<file path="src/cpu_pkg.sv">
`default_nettype none

package cpu_pkg;

	parameter int pc_width = 10; // byte address width of the PC

	// major opcodes
	localparam logic [5:0] OP_TY_B = 6'h24;
	localparam logic [5:0] OP_TY_J = 6'h28;
	localparam logic [5:0] OP_JREG = 6'h2c;

	localparam logic SUB_BEQ = 1'b0; // sub_op_b values
	localparam logic SUB_BNE = 1'b1;
	localparam logic SUB_JJ  = 1'b0; // sub_op_j values
	localparam logic SUB_JAL = 1'b1;

	// conditional branch format, rt and ra go to the comparator
	typedef struct packed {
		logic        reserved;
		logic [5:0]  opcode;
		logic [4:0]  rt;
		logic [4:0]  ra;
		logic        sub_op_b;
		logic [13:0] imm14;
	} b_fmt_t;

	typedef struct packed {
		logic        reserved;
		logic [5:0]  opcode; // same bit position as in b_fmt_t
		logic        sub_op_j;
		logic [23:0] imm24;
	} j_fmt_t;

	typedef union packed {
		b_fmt_t b_fmt;
		j_fmt_t j_fmt;
	} instr_t;

	// source of the next PC
	typedef enum logic [1:0] {
		PC_4        = 2'd0,
		PC_14BIT    = 2'd1,
		PC_24BIT    = 2'd2,
		PC_REGISTER = 2'd3
	} pc_sel_e;

	typedef struct packed {
		logic                valid; // 0 marks a bubble
		logic [pc_width-1:0] pc;
		instr_t              instr;
	} decode_t;

endpackage

`default_nettype wire

</file>
<file path="src/if_id_reg.sv">
`timescale 1ns/1ps
`default_nettype none

module if_id_reg #(
	parameter int PC_WIDTH = 10
) (
	input  wire logic                clock,
	input  wire logic                reset,
	input  wire logic                enable_pc,
	input  wire logic                do_hazard,
	input  wire logic                do_flush_reg1,
	input  wire logic [PC_WIDTH-1:0] current_pc,
	input  wire cpu_pkg::instr_t     fetch_instr,
	output cpu_pkg::decode_t         decode
);
	import cpu_pkg::*;

	logic                valid_q;
	logic [PC_WIDTH-1:0] pc_q;
	instr_t              instr_q;
	logic                load;

	assign load = enable_pc && !do_hazard; // same advance condition as the PC

	always_ff @(posedge clock) begin
		if (reset) begin
			valid_q <= 1'b0;
		end else if (load) begin
			valid_q <= !do_flush_reg1; // flush turns the slot into a bubble
		end
	end

	// payload follows the fetch even into a bubble, only valid matters then
	always_ff @(posedge clock) begin
		if (load) begin
			pc_q    <= current_pc;
			instr_q <= fetch_instr;
		end
	end

	assign decode = '{valid: valid_q, pc: pc_q, instr: instr_q};

	a_flush_bubble: assert property (@(posedge clock) disable iff (reset)
		(do_flush_reg1 && load) |=> !decode.valid);

endmodule

`default_nettype wire

</file>
<file path="config.mk">
export PLATFORM = sky130hd
export DESIGN_NAME = if_id_reg
export DESIGN_NICKNAME = d
export VERILOG_FILES = /design/src/cpu_pkg.sv /design/src/if_id_reg.sv
export SDC_FILE = /design/constraint.sdc
export NUM_CORES = 1
export LEC_CHECK = 0
export BUFFER_PORTS_ARGS = -buffer_cell sky130_fd_sc_hd__buf_2
export CELL_PAD_IN_SITES_DETAIL_PLACEMENT = 1
export CELL_PAD_IN_SITES_GLOBAL_PLACEMENT = 2
export CORE_MARGIN = 5
export CORE_UTILIZATION = 24
export CTS_CLUSTER_SIZE = 12
export DETAILED_ROUTE_END_ITERATION = 12
export GPL_TIMING_DRIVEN = 0
export PLACE_DENSITY_LB_ADDON = 0.08
export SETUP_SLACK_MARGIN = 0.15
export SLEW_MARGIN = 5
export SYNTH_ARGS = -nofsm -noshare
export SYNTH_HDL_FRONTEND = slang
export SYNTH_SLANG_ARGS = --single-unit
export TNS_END_PERCENT = 1
</file>
<file path="constraint.sdc">
create_clock -name clock -period 1.34 [get_ports clock]
set_input_delay 0.268 -clock clock [delete_from_list [all_inputs] [get_ports clock]]
set_output_delay 0.268 -clock clock [all_outputs]
set_load 0.03 [all_outputs]
</file>
[Word-level counts from Yosys, hierarchy flattened]
Cells that the tools add are included.
Storage, ports and cells
  ROM bits: 0
  bits in writable memories: 0
  memories kept: 0
  bits in latches: 0
  bits of input ports: 47
  word-level logic and storage cells: 6
  output and inout port bits: 43
  flip-flop bits (word level): 43
Cells by class
  bitwise gates (word level): 0
  $lt $le $gt $ge: 0
  reductions and logical operators: 3
  muxes and demuxes: 0
  add/subtract/negate cells: 0
  multiply operators: 0
  div/mod/pow operators: 0
  shift-type cells: 0
  equal/unequal tests: 0
Operators with widths (count)
  1-bit zero test: 2
  1-bit logical AND: 1

[Logic depth before layout (Yosys ltp)]
  depth in word-level cells: 2
  mapped depth: 2
  mapped depth without buffers: 2

[Worst setup path after synthesis]
OpenSTA, ideal clock, no wires.
  path type: input-to-reg
  from: input enable_pc
  to: register valid_q
  data required time: 1.219 ns
  cell stages on the path: 2
  setup slack: -0.107 ns
  data arrival time: 1.326 ns
  library setup time: 0.121 ns
  path buffers: 0
  path through: nor2b_4 > mux2_4
Between the ends
  cells in the longest elaborated chain, start to end: 1
RTL lines
  start: declaration: line if_id_reg.sv:9  | input wire logic enable_pc,
  1-bit logical AND: line if_id_reg.sv:23  | assign load = enable_pc && !do_hazard;
  end signal: assignment: line if_id_reg.sv:29  | valid_q <= !do_flush_reg1;
  end: declaration: line if_id_reg.sv:18  | logic valid_q;
Every way passes these cells.
A chain may end at the register's enable or synchronous reset.

[Worst setup path after layout]
  from: register valid_q
  to: output decode[42] in the netlist's numbering
RTL lines
  end: declaration: line if_id_reg.sv:14  | output cpu_pkg::decode_t decode
No word-level cell between the ends.

==> metrics.txt <==
Mapped Area=1330 um2; final worst slack=199 ps; Global Route Usage Sum=8.90%; slowest CP cell=dfxtp_1; initial antenna violation count=0; post-route cell area=1960 um2; row cnt=27; P_sw=0.668 mW; IO buf count=89; post-place setup slack=-473 ps; CP max FO=2; die width=84.4 um; GP Congestion=0.674; Setup Skew=0 ps; DRT Pass-1 Iters=3; switch share=24.7%; Mapped Avg Cell Area=27.7 um2; actual slew at the worst max-slew pin=642 ps; Cells after Synth=48; worst hold path class=in -> reg; die area=7120 um2; worst skew pair latency=280 ps; Tot Pwr=2.70 mW; post-layout util=36.0%; CTS tree=done; Pins Over Slew Limit=0; clock sink count=43; Startpoint Class=register; htree depth=2; top cell type's share of synthesized area=95.0%; Data arrival, critical path=870 ps; drt total wl=3060 um; achievable frequency=0.877 GHz; VDD IR max=455 uV; dominant cell type by area after synthesis=edfxtp_1; number of diodes=0; io pins=90; dpl cells=209; GR Overflow Total=0; Final TNS setup=0 ps; DR DRC count=0; Netlist cell types=7; Largest stage delay, worst path=310 ps; Synth Warn #=0; number of CTS-inserted buffers=5; total of max-cap violations=0; Post-CTS Repair Setup Buffers=0; buffer and inverter count on the worst path=2; Worst EP required=1070 ps; RSZ-0062 raised after global routing=false; Setup Crit Path Kind=reg -> out; Initial DRC Count=31; Vias=825; Longest Clk Path Bufs=2; status=finished clean; Finished Layout Cells=217; Area growth syn-to-layout=47.4%; Internal=2.03 mW; critical path's top delay family=flip-flops; Via density=3.80; power share of the clock group=27.5%; Comb power frac=13.5%; Max-Slew Margin vs Limit=57.1%; Routed WL per cell=14.1 um; starting density of the core=24.4%; Hold Violations, Final=0; Cell Chain, Critical Path=buf_4 -> buf_4; Core ar.=5440 um2; area of placed instances=1860 um2; Layout Nets=192; post-synthesis sequential area ratio=96.5%; Layout fillers=594; Leakage Power=0.827 nW; post-route ant nets=0; crit path time final=1140 ps; largest net degree at the start of global routing=23; share of layout cells above drive strength 1=68.3%; critical path endpoint category=primary output; Post-Syn Nets=95; Tcrit/Tclk final=85.1%; first-pass GRT wire length=4860 um; sequential power share=58.9%; pwr dens=1380 nW/um2; clk root buf=clkbuf_8; hold slack=155 ps; ranking of synthesized cells by area=edfxtp_1, dfxtp_1, mux2_4; die height=84.4 um; Seq cells post-synth=43; Most common cell on crit path=buf_4; vias in the first global route=937; count of final setup violators=0; Worst-path clk slew=80 ps
[Yosys cell counts, drive strengths merged]
master  number
nor2         1
buf          1
dfxtp        1
edfxtp      42
nor2b        2
mux2         1
[metal layers]
layer / wire length, um / GRT usage, % / vias up
li1: - / - / 379
met1: 1170 / 9.84 / 386
met2: 1500 / 14.8 / 55
met3: 347 / 4.61 / 5
met4: 44 / 3.02 / 0
met5: 0 / 0 / -
[flip-flops by register name, summed over array words and instances, names as in the netlist]
signal and cells:
instr_q 32, pc_q 10, valid_q 1
[area by class of cell]
| cell class | instances | area [um2] | share of cell area [%] |
|---|---|---|---|
| flip-flops and latches | 43 | 1280 | 65.5 |
| clock buffers | 5 | 68.8 | 3.52 |
| multi-input cells | 5 | 52.6 | 2.69 |
| clock inverters | 2 | 8.76 | 0.448 |
| repair buffers | 89 | 448 | 22.9 |
| well taps | 72 | 90.1 | 4.60 |
| plain buffers | 1 | 7.51 | 0.384 |
[path summary, 6_finish.rpt]
kind,start,depth (start not counted),slack (ps),end
worst max-delay path,valid_q$_SDFFE_PP0P_,2,200,decode[42]
worst min register to register,valid_q$_SDFFE_PP0P_,2,630,valid_q$_SDFFE_PP0P_
worst max register to register,valid_q$_SDFFE_PP0P_,2,540,valid_q$_SDFFE_PP0P_
worst min-delay path,fetch_instr[9],1,150,instr_q[9]$_DFFE_PP_
[cells by family after synthesis]
kind of cell | synth area share [%]
AND/OR/NAND/NOR | 1.79
flip-flops | 96.5
buffers and inverters | 0.566
multiplexers | 1.13
[cells in the final DEF (no fill, tap or decap), drive strengths merged]
master / synthesis / routed
nor2: 1 / 1
clkinv: 0 / 2
buf: 1 / 90
nor2b: 2 / 3
dfxtp: 1 / 1
clkbuf: 0 / 5
mux2: 1 / 1
edfxtp: 42 / 42
[repair_timing]
action / in CTS / in global routing
resized for setup: 1 / 2
gates cloned: 1 / 0
setup endpoints to repair: 43 / 1
hold buffers: 0 / 0
[power by group through the flow]
stage               Combinational [mW]  Sequential (mW)  Clock, mW
floorplan                       0.0298             1.81          0
global placement                 0.364             1.62          0
detailed placement               0.367             1.63          0
CTS                              0.373             1.59      0.789
global route                     0.389             1.60      0.841
finish                           0.366             1.59      0.743
No activity file was read; power rests on OpenSTA's default activity.
