===== config.mk =====
export PLATFORM = sky130hd
export DESIGN_NAME = pc_counter
export DESIGN_NICKNAME = d
export VERILOG_FILES = /design/src/cpu_pkg.sv /design/src/pc_counter.sv
export SDC_FILE = /design/constraint.sdc
export NUM_CORES = 1
export LEC_CHECK = 0
export BUFFER_PORTS_ARGS = -buffer_cell sky130_fd_sc_hd__buf_2
export CORE_MARGIN = 3
export CORE_UTILIZATION = 43
export CTS_BUF_LIST = sky130_fd_sc_hd__clkbuf_8
export DETAILED_ROUTE_END_ITERATION = 12
export PLACE_DENSITY_LB_ADDON = 0.3
export SYNTH_ARGS = -nofsm -noshare
export SYNTH_HDL_FRONTEND = slang
export SYNTH_SLANG_ARGS = --single-unit
export TNS_END_PERCENT = 100

===== constraint.sdc =====
create_clock -name clock -period 3.4 [get_ports clock]
set_clock_uncertainty 0.2 [all_clocks]
set_input_delay 0.51 -clock clock [delete_from_list [all_inputs] [get_ports clock]]
set_output_delay 0.51 -clock clock [all_outputs]
set_load 0.01 [all_outputs]

===== src/cpu_pkg.sv =====
`default_nettype none

package cpu_pkg;

	parameter int pc_width = 10; // byte address width of the PC

	// major opcodes
	localparam logic [5:0] OP_TY_B = 6'h24;
	localparam logic [5:0] OP_TY_J = 6'h28;
	localparam logic [5:0] OP_JREG = 6'h2c;

	localparam logic SUB_BEQ = 1'b0; // sub_op_b values
	localparam logic SUB_BNE = 1'b1;
	localparam logic SUB_JJ  = 1'b0; // sub_op_j values
	localparam logic SUB_JAL = 1'b1;

	// conditional branch format, rt and ra go to the comparator
	typedef struct packed {
		logic        reserved;
		logic [5:0]  opcode;
		logic [4:0]  rt;
		logic [4:0]  ra;
		logic        sub_op_b;
		logic [13:0] imm14;
	} b_fmt_t;

	typedef struct packed {
		logic        reserved;
		logic [5:0]  opcode; // same bit position as in b_fmt_t
		logic        sub_op_j;
		logic [23:0] imm24;
	} j_fmt_t;

	typedef union packed {
		b_fmt_t b_fmt;
		j_fmt_t j_fmt;
	} instr_t;

	// source of the next PC
	typedef enum logic [1:0] {
		PC_4        = 2'd0,
		PC_14BIT    = 2'd1,
		PC_24BIT    = 2'd2,
		PC_REGISTER = 2'd3
	} pc_sel_e;

	typedef struct packed {
		logic                valid; // 0 marks a bubble
		logic [pc_width-1:0] pc;
		instr_t              instr;
	} decode_t;

endpackage

`default_nettype wire


===== src/pc_counter.sv =====
`timescale 1ns/1ps
`default_nettype none

module pc_counter #(
	parameter int PC_WIDTH = 10
) (
	input  wire logic                clock,
	input  wire logic                reset,
	input  wire logic                enable_pc,
	input  wire logic                do_hazard,
	input  wire cpu_pkg::pc_sel_e    pc_sel,
	input  wire cpu_pkg::instr_t     instr,
	input  wire logic [31:0]         reg_rb_data,
	output logic      [PC_WIDTH-1:0] current_pc
);
	import cpu_pkg::*;

	logic [PC_WIDTH-1:0] pc_plus4;
	logic [PC_WIDTH-1:0] pc_base;
	logic [PC_WIDTH-1:0] off14;
	logic [PC_WIDTH-1:0] off24;
	logic [PC_WIDTH-1:0] target_reg;
	logic [PC_WIDTH-1:0] next_pc;

	assign pc_plus4 = current_pc + PC_WIDTH'(4);
	assign pc_base  = current_pc - PC_WIDTH'(4); // pc of the instruction sitting in decode

	// sign bit, low eight bits, then a zero bit
	assign off14 = {{(PC_WIDTH-9){instr.b_fmt.imm14[13]}}, instr.b_fmt.imm14[7:0], 1'b0};
	assign off24 = {{(PC_WIDTH-9){instr.j_fmt.imm24[23]}}, instr.j_fmt.imm24[7:0], 1'b0};

	assign target_reg = reg_rb_data[PC_WIDTH-1:0];

	always_comb begin
		case (pc_sel)
			PC_14BIT:    next_pc = pc_base + off14;
			PC_24BIT:    next_pc = pc_base + off24;
			PC_REGISTER: next_pc = target_reg;
			default:     next_pc = pc_plus4;
		endcase
	end

	always_ff @(posedge clock) begin
		if (reset) begin
			current_pc <= '0;
		end else if (enable_pc && !do_hazard) begin // hazard freezes the fetch
			current_pc <= next_pc;
		end
	end

	// branch offsets and rb values are expected to keep the PC word aligned
	a_pc_aligned: assert property (@(posedge clock) disable iff (reset)
		current_pc[1:0] == 2'b00);

endmodule

`default_nettype wire


[Yosys cells after proc, flatten, opt, wreduce, memory -nomap -nowiden]
Index checks and enable logic that the tools add are counted.
W data, S select, Z words.
Word-level totals
  bits of input ports: 70
  register bits after elaboration: 10
  output and inout port bits: 10
  logic and storage cells: 11
Operators by class
  muxes and demuxes: 1
  reductions and logical operators: 2
  add/subtract/negate cells: 4
  eq/ne operators: 3
Operators by type and width (count)
  $pmux W10 S3: 1
  $add A10 B10 Y10: 2
  $add A10 B3 Y10 const B: 1
  $sub A10 B3 Y10 const B: 1
  $eq A2 B2 Y1 const B: 2
  $eq A2 B1 Y1 const B: 1
  $logic_and A1 B1 Y1: 1
  $logic_not A1 Y1: 1

[Logic depth before layout (Yosys ltp)]
Gate-level depths: netlist (run 1).
  word-level depth: 3
  depth in mapped cells: 11
  mapped depth without buffers: 11

[Least setup slack after synthesis (run 1)]
Ideal clock, no wire load.
  path type: register to register
  start point: register current_pc[2]
  end point: register current_pc[8]
  required time: 3.121 ns
  clock period less this slack: 2.528 ns
  cell stages (with the launch flop): 10
  data arrival time: 2.249 ns
  slack: 0.872 ns
  setup time: 0.079 ns
  buffers on the path: 0
  cells stage by stage: dfxtp_1 > inv_1 > ha_1 > nand2_1 > or3_1 > xnor2_1 > ha_1 > or3_1 > or3_1 > o211ai_1
Between the ends
  longest elaborated chain between the ends: 3
  elaborated cells on any way between the ends: 5
  classes of those cells: add/sub: 4; mux: 1
Ends and longest elaborated chain
  start: declaration: RTL line pc_counter.sv:14  | output logic [PC_WIDTH-1:0] current_pc
  start signal: assignment: RTL line pc_counter.sv:47  | current_pc <= next_pc;
  $sub A10 B3 Y10: RTL line pc_counter.sv:26  | assign pc_base = current_pc - PC_WIDTH'(4);
  $add A10 B10 Y10 (on tied branches): RTL line pc_counter.sv:37, pc_counter.sv:36
  $pmux W10 S3 (*): RTL line pc_counter.sv:35  | case (pc_sel)
Mark *: on every way between the ends. The rest lies on a longest branch, timed or not.
A chain may end at the register's enable or synchronous reset.

[Final worst setup path (run 1)]
  start point: register current_pc[2]
  end point: register current_pc[7]
Same word-level chain as after synthesis.

==> key figures, run 1 <==
Power and ir drop
  – Flop pwr share: 26.2%
  – Clock share of power: 27.8%
  – Comb power frac: 46.0%
  – Power Dens Cells: 387 nW/um2
  – VDD IR max: 0.235 mV
  – Sw Ratio: 36.8%
  – Pleak: 0.000652 uW
  – Psw: 203 uW
  – Cell internal pwr: 348 uW

Cells and area
  – Fin nets: 276
  – Biggest regs: current_pc (10)
  – Reg with most FFs: current_pc
  – Layout cells sized above 1: 23.3%
  – Diode count: 0
  – Design Area, Final: 1430 um2
  – P&R area growth vs syn: 18.1%
  – Max reg flops: 10
  – Fillers: 249
  – Fin util: 55.6%

Logic synthesis
  – Sequential area share after synthesis: 16.6%
  – Post-synth EDFFs: 0
  – Cell taking the most area after synthesis: dfxtp_1
  – Syn Std Cell Area: 1210 um2
  – Flops & latches, synth: 10
  – Yosys warnings: 0
  – Post-synth top flop: dfxtp_1
  – Synth top area share: 16.6%
  – Top-count cell post-synth: a21oi_1
  – Post-synth cell types: 43
  – Post-synth ARST share: 0%
  – Syn_area_per_cell: 7.55 um2
  – Dominant cells by area after synthesis: dfxtp_1 (17%), ha_1 (16%), a21oi_1 (7.0%)
  – Synth Instances: 160
  – Mapped Nets: 246
  – Most frequent cells after synthesis: a21oi_1 (17), ha_1 (15), o21ai_0 (15), nand2_1 (14)

Place
  – Detail Placement HPWL: 2440 um
  – Post-DP Area: 1370 um2
  – Final GP Congestion: 0.769
  – Port bufs: 35
  – Worst slack, placed: 0.689 ns

STA
  – Setup ws final: 0.662 ns
  – Crit share post-route: 80.5%
  – Setup_tns: 0 ns
  – Slew HR: 58.7%
  – Peak Freq: 365 MHz
  – Worst slew pin tran: 0.618 ns
  – RSZ-0062 raised after global routing: no
  – Setup Viol. Count Final: 0
  – Max Slew Vio Count: 0
  – Final min period: 2.74 ns
  – Fin. Hold Viols: 0

Run
  – Max-cap viol count: 0

Clock tree
  – Clock H-tree levels: 1
  – Clock Latency Late Sink: 0.24 ns
  – Clk pin slew, worst setup/hold paths: 0.05 ns
  – Clock Sinks: 10
  – Hold Buf Count CTS: 0
  – Clk root buf: clkbuf_8
  – Postcts setup bufs: 0
  – CTS buffer count: 3
  – CTS tree: done
  – Post-CTS Resized: 0
  – CTS Buffer Depth: 2

Die
  – I/O Pins: 80
  – Die X: 59.0 um
  – Initial Util: 47.0%
  – Row count: 18
  – Area of the die: 3480 um2
  – Height of the die: 59.0 um
  – Core box area: 2570 um2

Routing
  – Via density: 5.78
  – Initial DRC Count: 35
  – Post-DR wirelength/cell: 14.0 um
  – Final ANT Viol Nets: 0
  – DRC violations left: 0
  – DRT Wirelength: 3070 um
  – Vias after detailed routing: 1266
  – First-pass detailed-route iteration total: 4

Worst hold path
  – Hold Path Class: reg -> reg

Critical path
  – Slowest CP cell: dfxtp_1
  – Crit path max fanout: 7
  – CP Data Arrival Time: 2.71 ns
  – CP Capture Type: flop
  – CP Class: reg -> reg
  – CP peak stage delay: 0.43 ns
  – Worst path cell trace: inv_1 > ha_1 > inv_1 > ha_1 > a211oi_1 > o21bai_1 > a21oi_1 > mux2_2 > a21oi_1
  – Critical path required time: 3.37 ns
  – Critical Path Start Type: flop

Global route
  – Tot GR Track Use: 19.4%
  – First-pass GRT wire length: 5240 um
  – Vias in the first global route: 1207
  – Initial antenna violation count: 0
  – Global route overflow: 0
  – Largest net degree at the start of global routing: 16

Outcome
  – Outcome: completed
==> kinds of logic (layout without fill, tap and decap cells) <==
logic type / Yosys count / after routing / synth area share (%)
adders and majority gates: 16 / 16 / 17.2
and+or+nand+nor: 50 / 50 / 22.2
xor gates and xnor gates: 8 / 8 / 5.80
DFF: 10 / 10 / 16.6
buffers and inverters: 18 / 47 / 6.53
AOI/OAI and AO/OA: 54 / 54 / 28.2
muxes: 4 / 4 / 3.52
==> layer usage <==
metal  part of all wire (%)  up-vias  GRT usage (%)
met2                     49       43           34.5
li1                       -      640              -
met4                   0.88        0           2.27
met1                     44      581           24.3
met3                    6.1        2           4.58
met5                      0        -              0
==> final cells by class <==
class / instances / area, um2 / share of cell area [%]
Clock buffer: 4 / 55.1 / 3.86
Inverter: 8 / 30.0 / 2.11
Multi-Input combinational cell: 132 / 928 / 65.1
Sequential cell: 10 / 200 / 14.0
Tap cell: 30 / 37.5 / 2.63
Timing Repair Buffer: 35 / 175 / 12.3
==> cell usage in the layout (no fill, tap or decap), types with 2 or more instances in the layout <==
master / count
nand2_1: 14
a21o_1: 2
mux2i_1: 2
inv_1: 8
a211oi_1: 2
or3_1: 4
dfxtp_1: 10
nor2b_1: 2
o211ai_1: 2
ha_1: 15
nand3_1: 5
o21ai_0: 15
xnor2_1: 5
buf_2: 35
a21oi_1: 17
mux2_2: 2
nor2_1: 10
a221oi_1: 4
nand2b_1: 5
clkbuf_8: 4
nor3_1: 2
xor2_1: 3
and3_1: 3
==> final timing paths <==
check / from / endpoint / slack [ns] / cells past startpoint
setup / recovery: current_pc[2]$_SDFFE_PP0P_ / current_pc[7]$_SDFFE_PP0P_ / 0.66 / 9
hold / removal: current_pc[1]$_SDFFE_PP0P_ / current_pc[1]$_SDFFE_PP0P_ / 0.31 / 2
hold reg to reg: current_pc[1]$_SDFFE_PP0P_ / current_pc[1]$_SDFFE_PP0P_ / 0.31 / 2
setup reg to reg: current_pc[2]$_SDFFE_PP0P_ / current_pc[7]$_SDFFE_PP0P_ / 0.66 / 9
==> per-stage QoR <==
stage                     hold WS, ns  total power, uW  std cells
after floorplan                 0.332              339        160
after global placement          0.305              392        215
after detailed placement        0.310              400        215
after CTS                       0.317              556        219
after global routing            0.378              596        219
final                           0.313              551        219
==> critical path: cells and delay by family (launching register included) <==
kind,cells,cell delay [ns]
AOI/OAI and AO/OA,4,0.88
adders and majority gates,2,0.62
DFF,1,0.43
muxes,1,0.36
buffers and inverters,2,0.18
==> power by group through the flow <==
stage	clock [uW]	sequential (uW)	combinational, uW
global placement	0	146	246
global route	163	147	287
CTS	157	144	255
finish	153	145	253
detailed placement	0	147	253
floorplan	0	140	198
Note: power is estimated with default switching activity, not from simulation.
==> run 2: changes to the inputs <==
Settings changed: CORE_UTILIZATION 43 to 39.
Clock period 3.4 ns to 2.5 ns, I/O delays scaled along.
==> key figures, run 2 (synthesized netlist as in run 1, its figures left out) <==
Clock tree
  – Clock H-tree levels: 1 (unchanged)
  – CTS Buffer Depth: 2 (unchanged)
  – CTS tree: done
  – Clock Sinks: 10 (unchanged)
  – CTS buffer count: 3 (unchanged)
  – Clk root buf: clkbuf_8
  – Hold Buf Count CTS: 0 (unchanged)
  – Clock Latency Late Sink: 0.24 ns (about the same)
  – Clk pin slew, worst setup/hold paths: 0.05 ns (about the same)

Routing
  – DRC violations left: 0 (unchanged)
  – Post-DR wirelength/cell: 14.4 um (+2.8%)
  – Via density: 5.63 (-2.7%)
  – Final ANT Viol Nets: 0 (unchanged)
  – First-pass detailed-route iteration total: 4 (unchanged)
  – DRT Wirelength: 3430 um (+12%)
  – Initial DRC Count: 47 (+34%)
  – Vias after detailed routing: 1339 (+5.8%)

Die
  – Initial Util: 42.3% (-4.7 points)
  – Row count: 19 (+1)
  – I/O Pins: 80 (unchanged)
  – Height of the die: 61.6 um (+4.5%)
  – Area of the die: 3800 um2 (+9.2%)
  – Die X: 61.6 um (+4.5%)
  – Core box area: 2850 um2 (+11%)

Outcome
  – Outcome: completed

Power and ir drop
  – Pleak: 0.000750 uW (+15%)
  – Comb power frac: 52.1% (+6.1 points)
  – Power Dens Cells: 522 nW/um2 (+35%)
  – Flop pwr share: 22.5% (-3.7 points)
  – Clock share of power: 25.3% (-2.5 points)
  – VDD IR max: 0.286 mV (+21%)
  – Cell internal pwr: 528 uW (+51%)
  – Psw: 308 uW (+52%)
  – Sw Ratio: 36.9% (+0.064 points)

STA
  – Final hold slack: 0.202 ns (-0.111 ns)
  – Setup Viol. Count Final: 0 (unchanged)
  – Setup ws final: 0.0333 ns (-0.628 ns)
  – Final min period: 2.47 ns (-0.272 ns)
  – Worst slew pin tran: 0.418 ns (-0.200 ns)
  – RSZ-0062 raised after global routing: yes
  – Crit share post-route: 98.7% (+18 points)
  – Peak Freq: 405 MHz (+11%)
  – Fin. Hold Viols: 0 (unchanged)
  – Slew HR: 72.2% (+13 points)
  – Max Slew Vio Count: 0 (unchanged)

Critical path
  – CP Class: reg -> reg
  – Reg-to-Reg End: current_pc[9]$_SDFFE_PP0P_
  – Worst reg-to-reg path cell count: 11 (+2)
  – CP Capture Type: flop
  – Critical path required time: 2.43 ns (-0.94 ns)
  – R2R Setup Slk: 0.03 ns (-0.63 ns)
  – Reg-to-Reg Start: current_pc[3]$_SDFFE_PP0P_
  – Critical Path Start Type: flop
  – Crit path max fanout: 4 (-3)
  – CP Data Arrival Time: 2.39 ns (-0.32 ns)

Cells and area
  – P&R area growth vs syn: 32.5%
  – Biggest regs: current_pc (10)
  – Max reg flops: 10 (unchanged)
  – Design Area, Final: 1600 um2 (+12%)
  – Reg with most FFs: current_pc
  – Layout cells sized above 1: 34.8% (+12 points)
  – Diode count: 0 (unchanged)
  – Fin util: 56.1% (+0.54 points)
  – Most frequent cells in the layout: buf_2 (35), buf_4 (18), a21oi_1 (16)
  – Fin nets: 294 (+6.5%)
  – Commonest non-fill, non-tap cell in the layout: buf_2

Global route
  – Largest net degree at the start of global routing: 14 (-2)
  – Initial antenna violation count: 0 (unchanged)
  – Vias in the first global route: 1255 (+4.0%)
  – Tot GR Track Use: 18.5% (-0.88 points)
  – First-pass GRT wire length: 5200 um (-0.80%)
  – Global route overflow: 0 (unchanged)

Place
  – Final GP Congestion: 0.828 (+7.7%)
  – Post-DP Area: 1490 um2 (+8.8%)
  – Port bufs: 35 (unchanged)
  – Detail Placement HPWL: 2730 um (+12%)
  – Worst slack, placed: -0.0450 ns (-0.734 ns)

Run
  – Max-cap viol count: 0 (unchanged)

Worst hold path
  – Worst Hold Path Cells: 3 (+1)
  – Worst Min Path Start: reg_rb_data[9]
  – Worst hold path endpoint: current_pc[9]$_SDFFE_PP0P_
  – Hold Path Class: in -> reg
-- run 2: worst max path at each step --
stage / end / from / depth (start not counted) / slack, ns
after floorplan: current_pc[8]$_SDFFE_PP0P_ / current_pc[2]$_SDFFE_PP0P_ / 9 / 0.01
after global placement: current_pc[9]$_SDFFE_PP0P_ / current_pc[2]$_SDFFE_PP0P_ / 11 / -0.02
after detailed placement: current_pc[9]$_SDFFE_PP0P_ / current_pc[2]$_SDFFE_PP0P_ / 11 / -0.05
after CTS: current_pc[8]$_SDFFE_PP0P_ / current_pc[2]$_SDFFE_PP0P_ / 9 / 0.003
after global routing: current_pc[9]$_SDFFE_PP0P_ / current_pc[2]$_SDFFE_PP0P_ / 11 / -0.16
final: current_pc[9]$_SDFFE_PP0P_ / current_pc[3]$_SDFFE_PP0P_ / 11 / 0.03
-- run 2: area by class of cell --
class	count	area, um2
Fill cell	281	1250
Tap cell	31	38.8
Inverter	8	30.0
Multi-Input combinational cell	132	963
Sequential cell	10	203
Timing Repair Buffer	53	310
Clock buffer	4	55.1
-- run 2: repair_timing --
item,CTS,global route
setup endpoints to repair,1,3
hold endpoints to repair,0,0
pin swaps,0,10
gates resized for setup,5,10
buffers inserted,0,2
gates cloned,0,0
-- run 2: routing by layer --
layer | vias to the layer above | GRT usage, % | share of wire, %
met4 | 0 | 1.82 | 0
li1 | 670 | - | -
met5 | - | 0 | 0
met2 | 47 | 34.2 | 51
met1 | 622 | 21.3 | 42
met3 | 0 | 5.87 | 6.7
-- run 2: power by group through the flow --
stage | combinational (uW) | clock [uW] | sequential, uW
after global placement | 384 | 0 | 189
after floorplan | 270 | 0 | 191
after detailed placement | 396 | 0 | 190
after CTS | 403 | 218 | 187
after global routing | 486 | 227 | 190
final | 436 | 212 | 189
-- run 2: worst max-delay path, cell delays in order, from the launching register on --
cell and delay (ns):
dfxtp_2 0.33, inv_2 0.07, ha_4 0.13, nand2_2 0.05, or3_4 0.37, xnor2_2 0.14, ha_1 0.35, a21oi_2 0.16
o211ai_1 0.12, and3_1 0.16, mux2i_1 0.16, a21oi_1 0.09
-- run 2: through the flow --
step,TNS [ns],total power (uW),instances
2_1_floorplan,0,461,160
3_3_place_gp,-0.0250,573,232
3_5_place_dp,-0.0450,586,232
4_1_cts,0,808,236
5_1_grt,-0.237,902,238
6_report,0,836,238
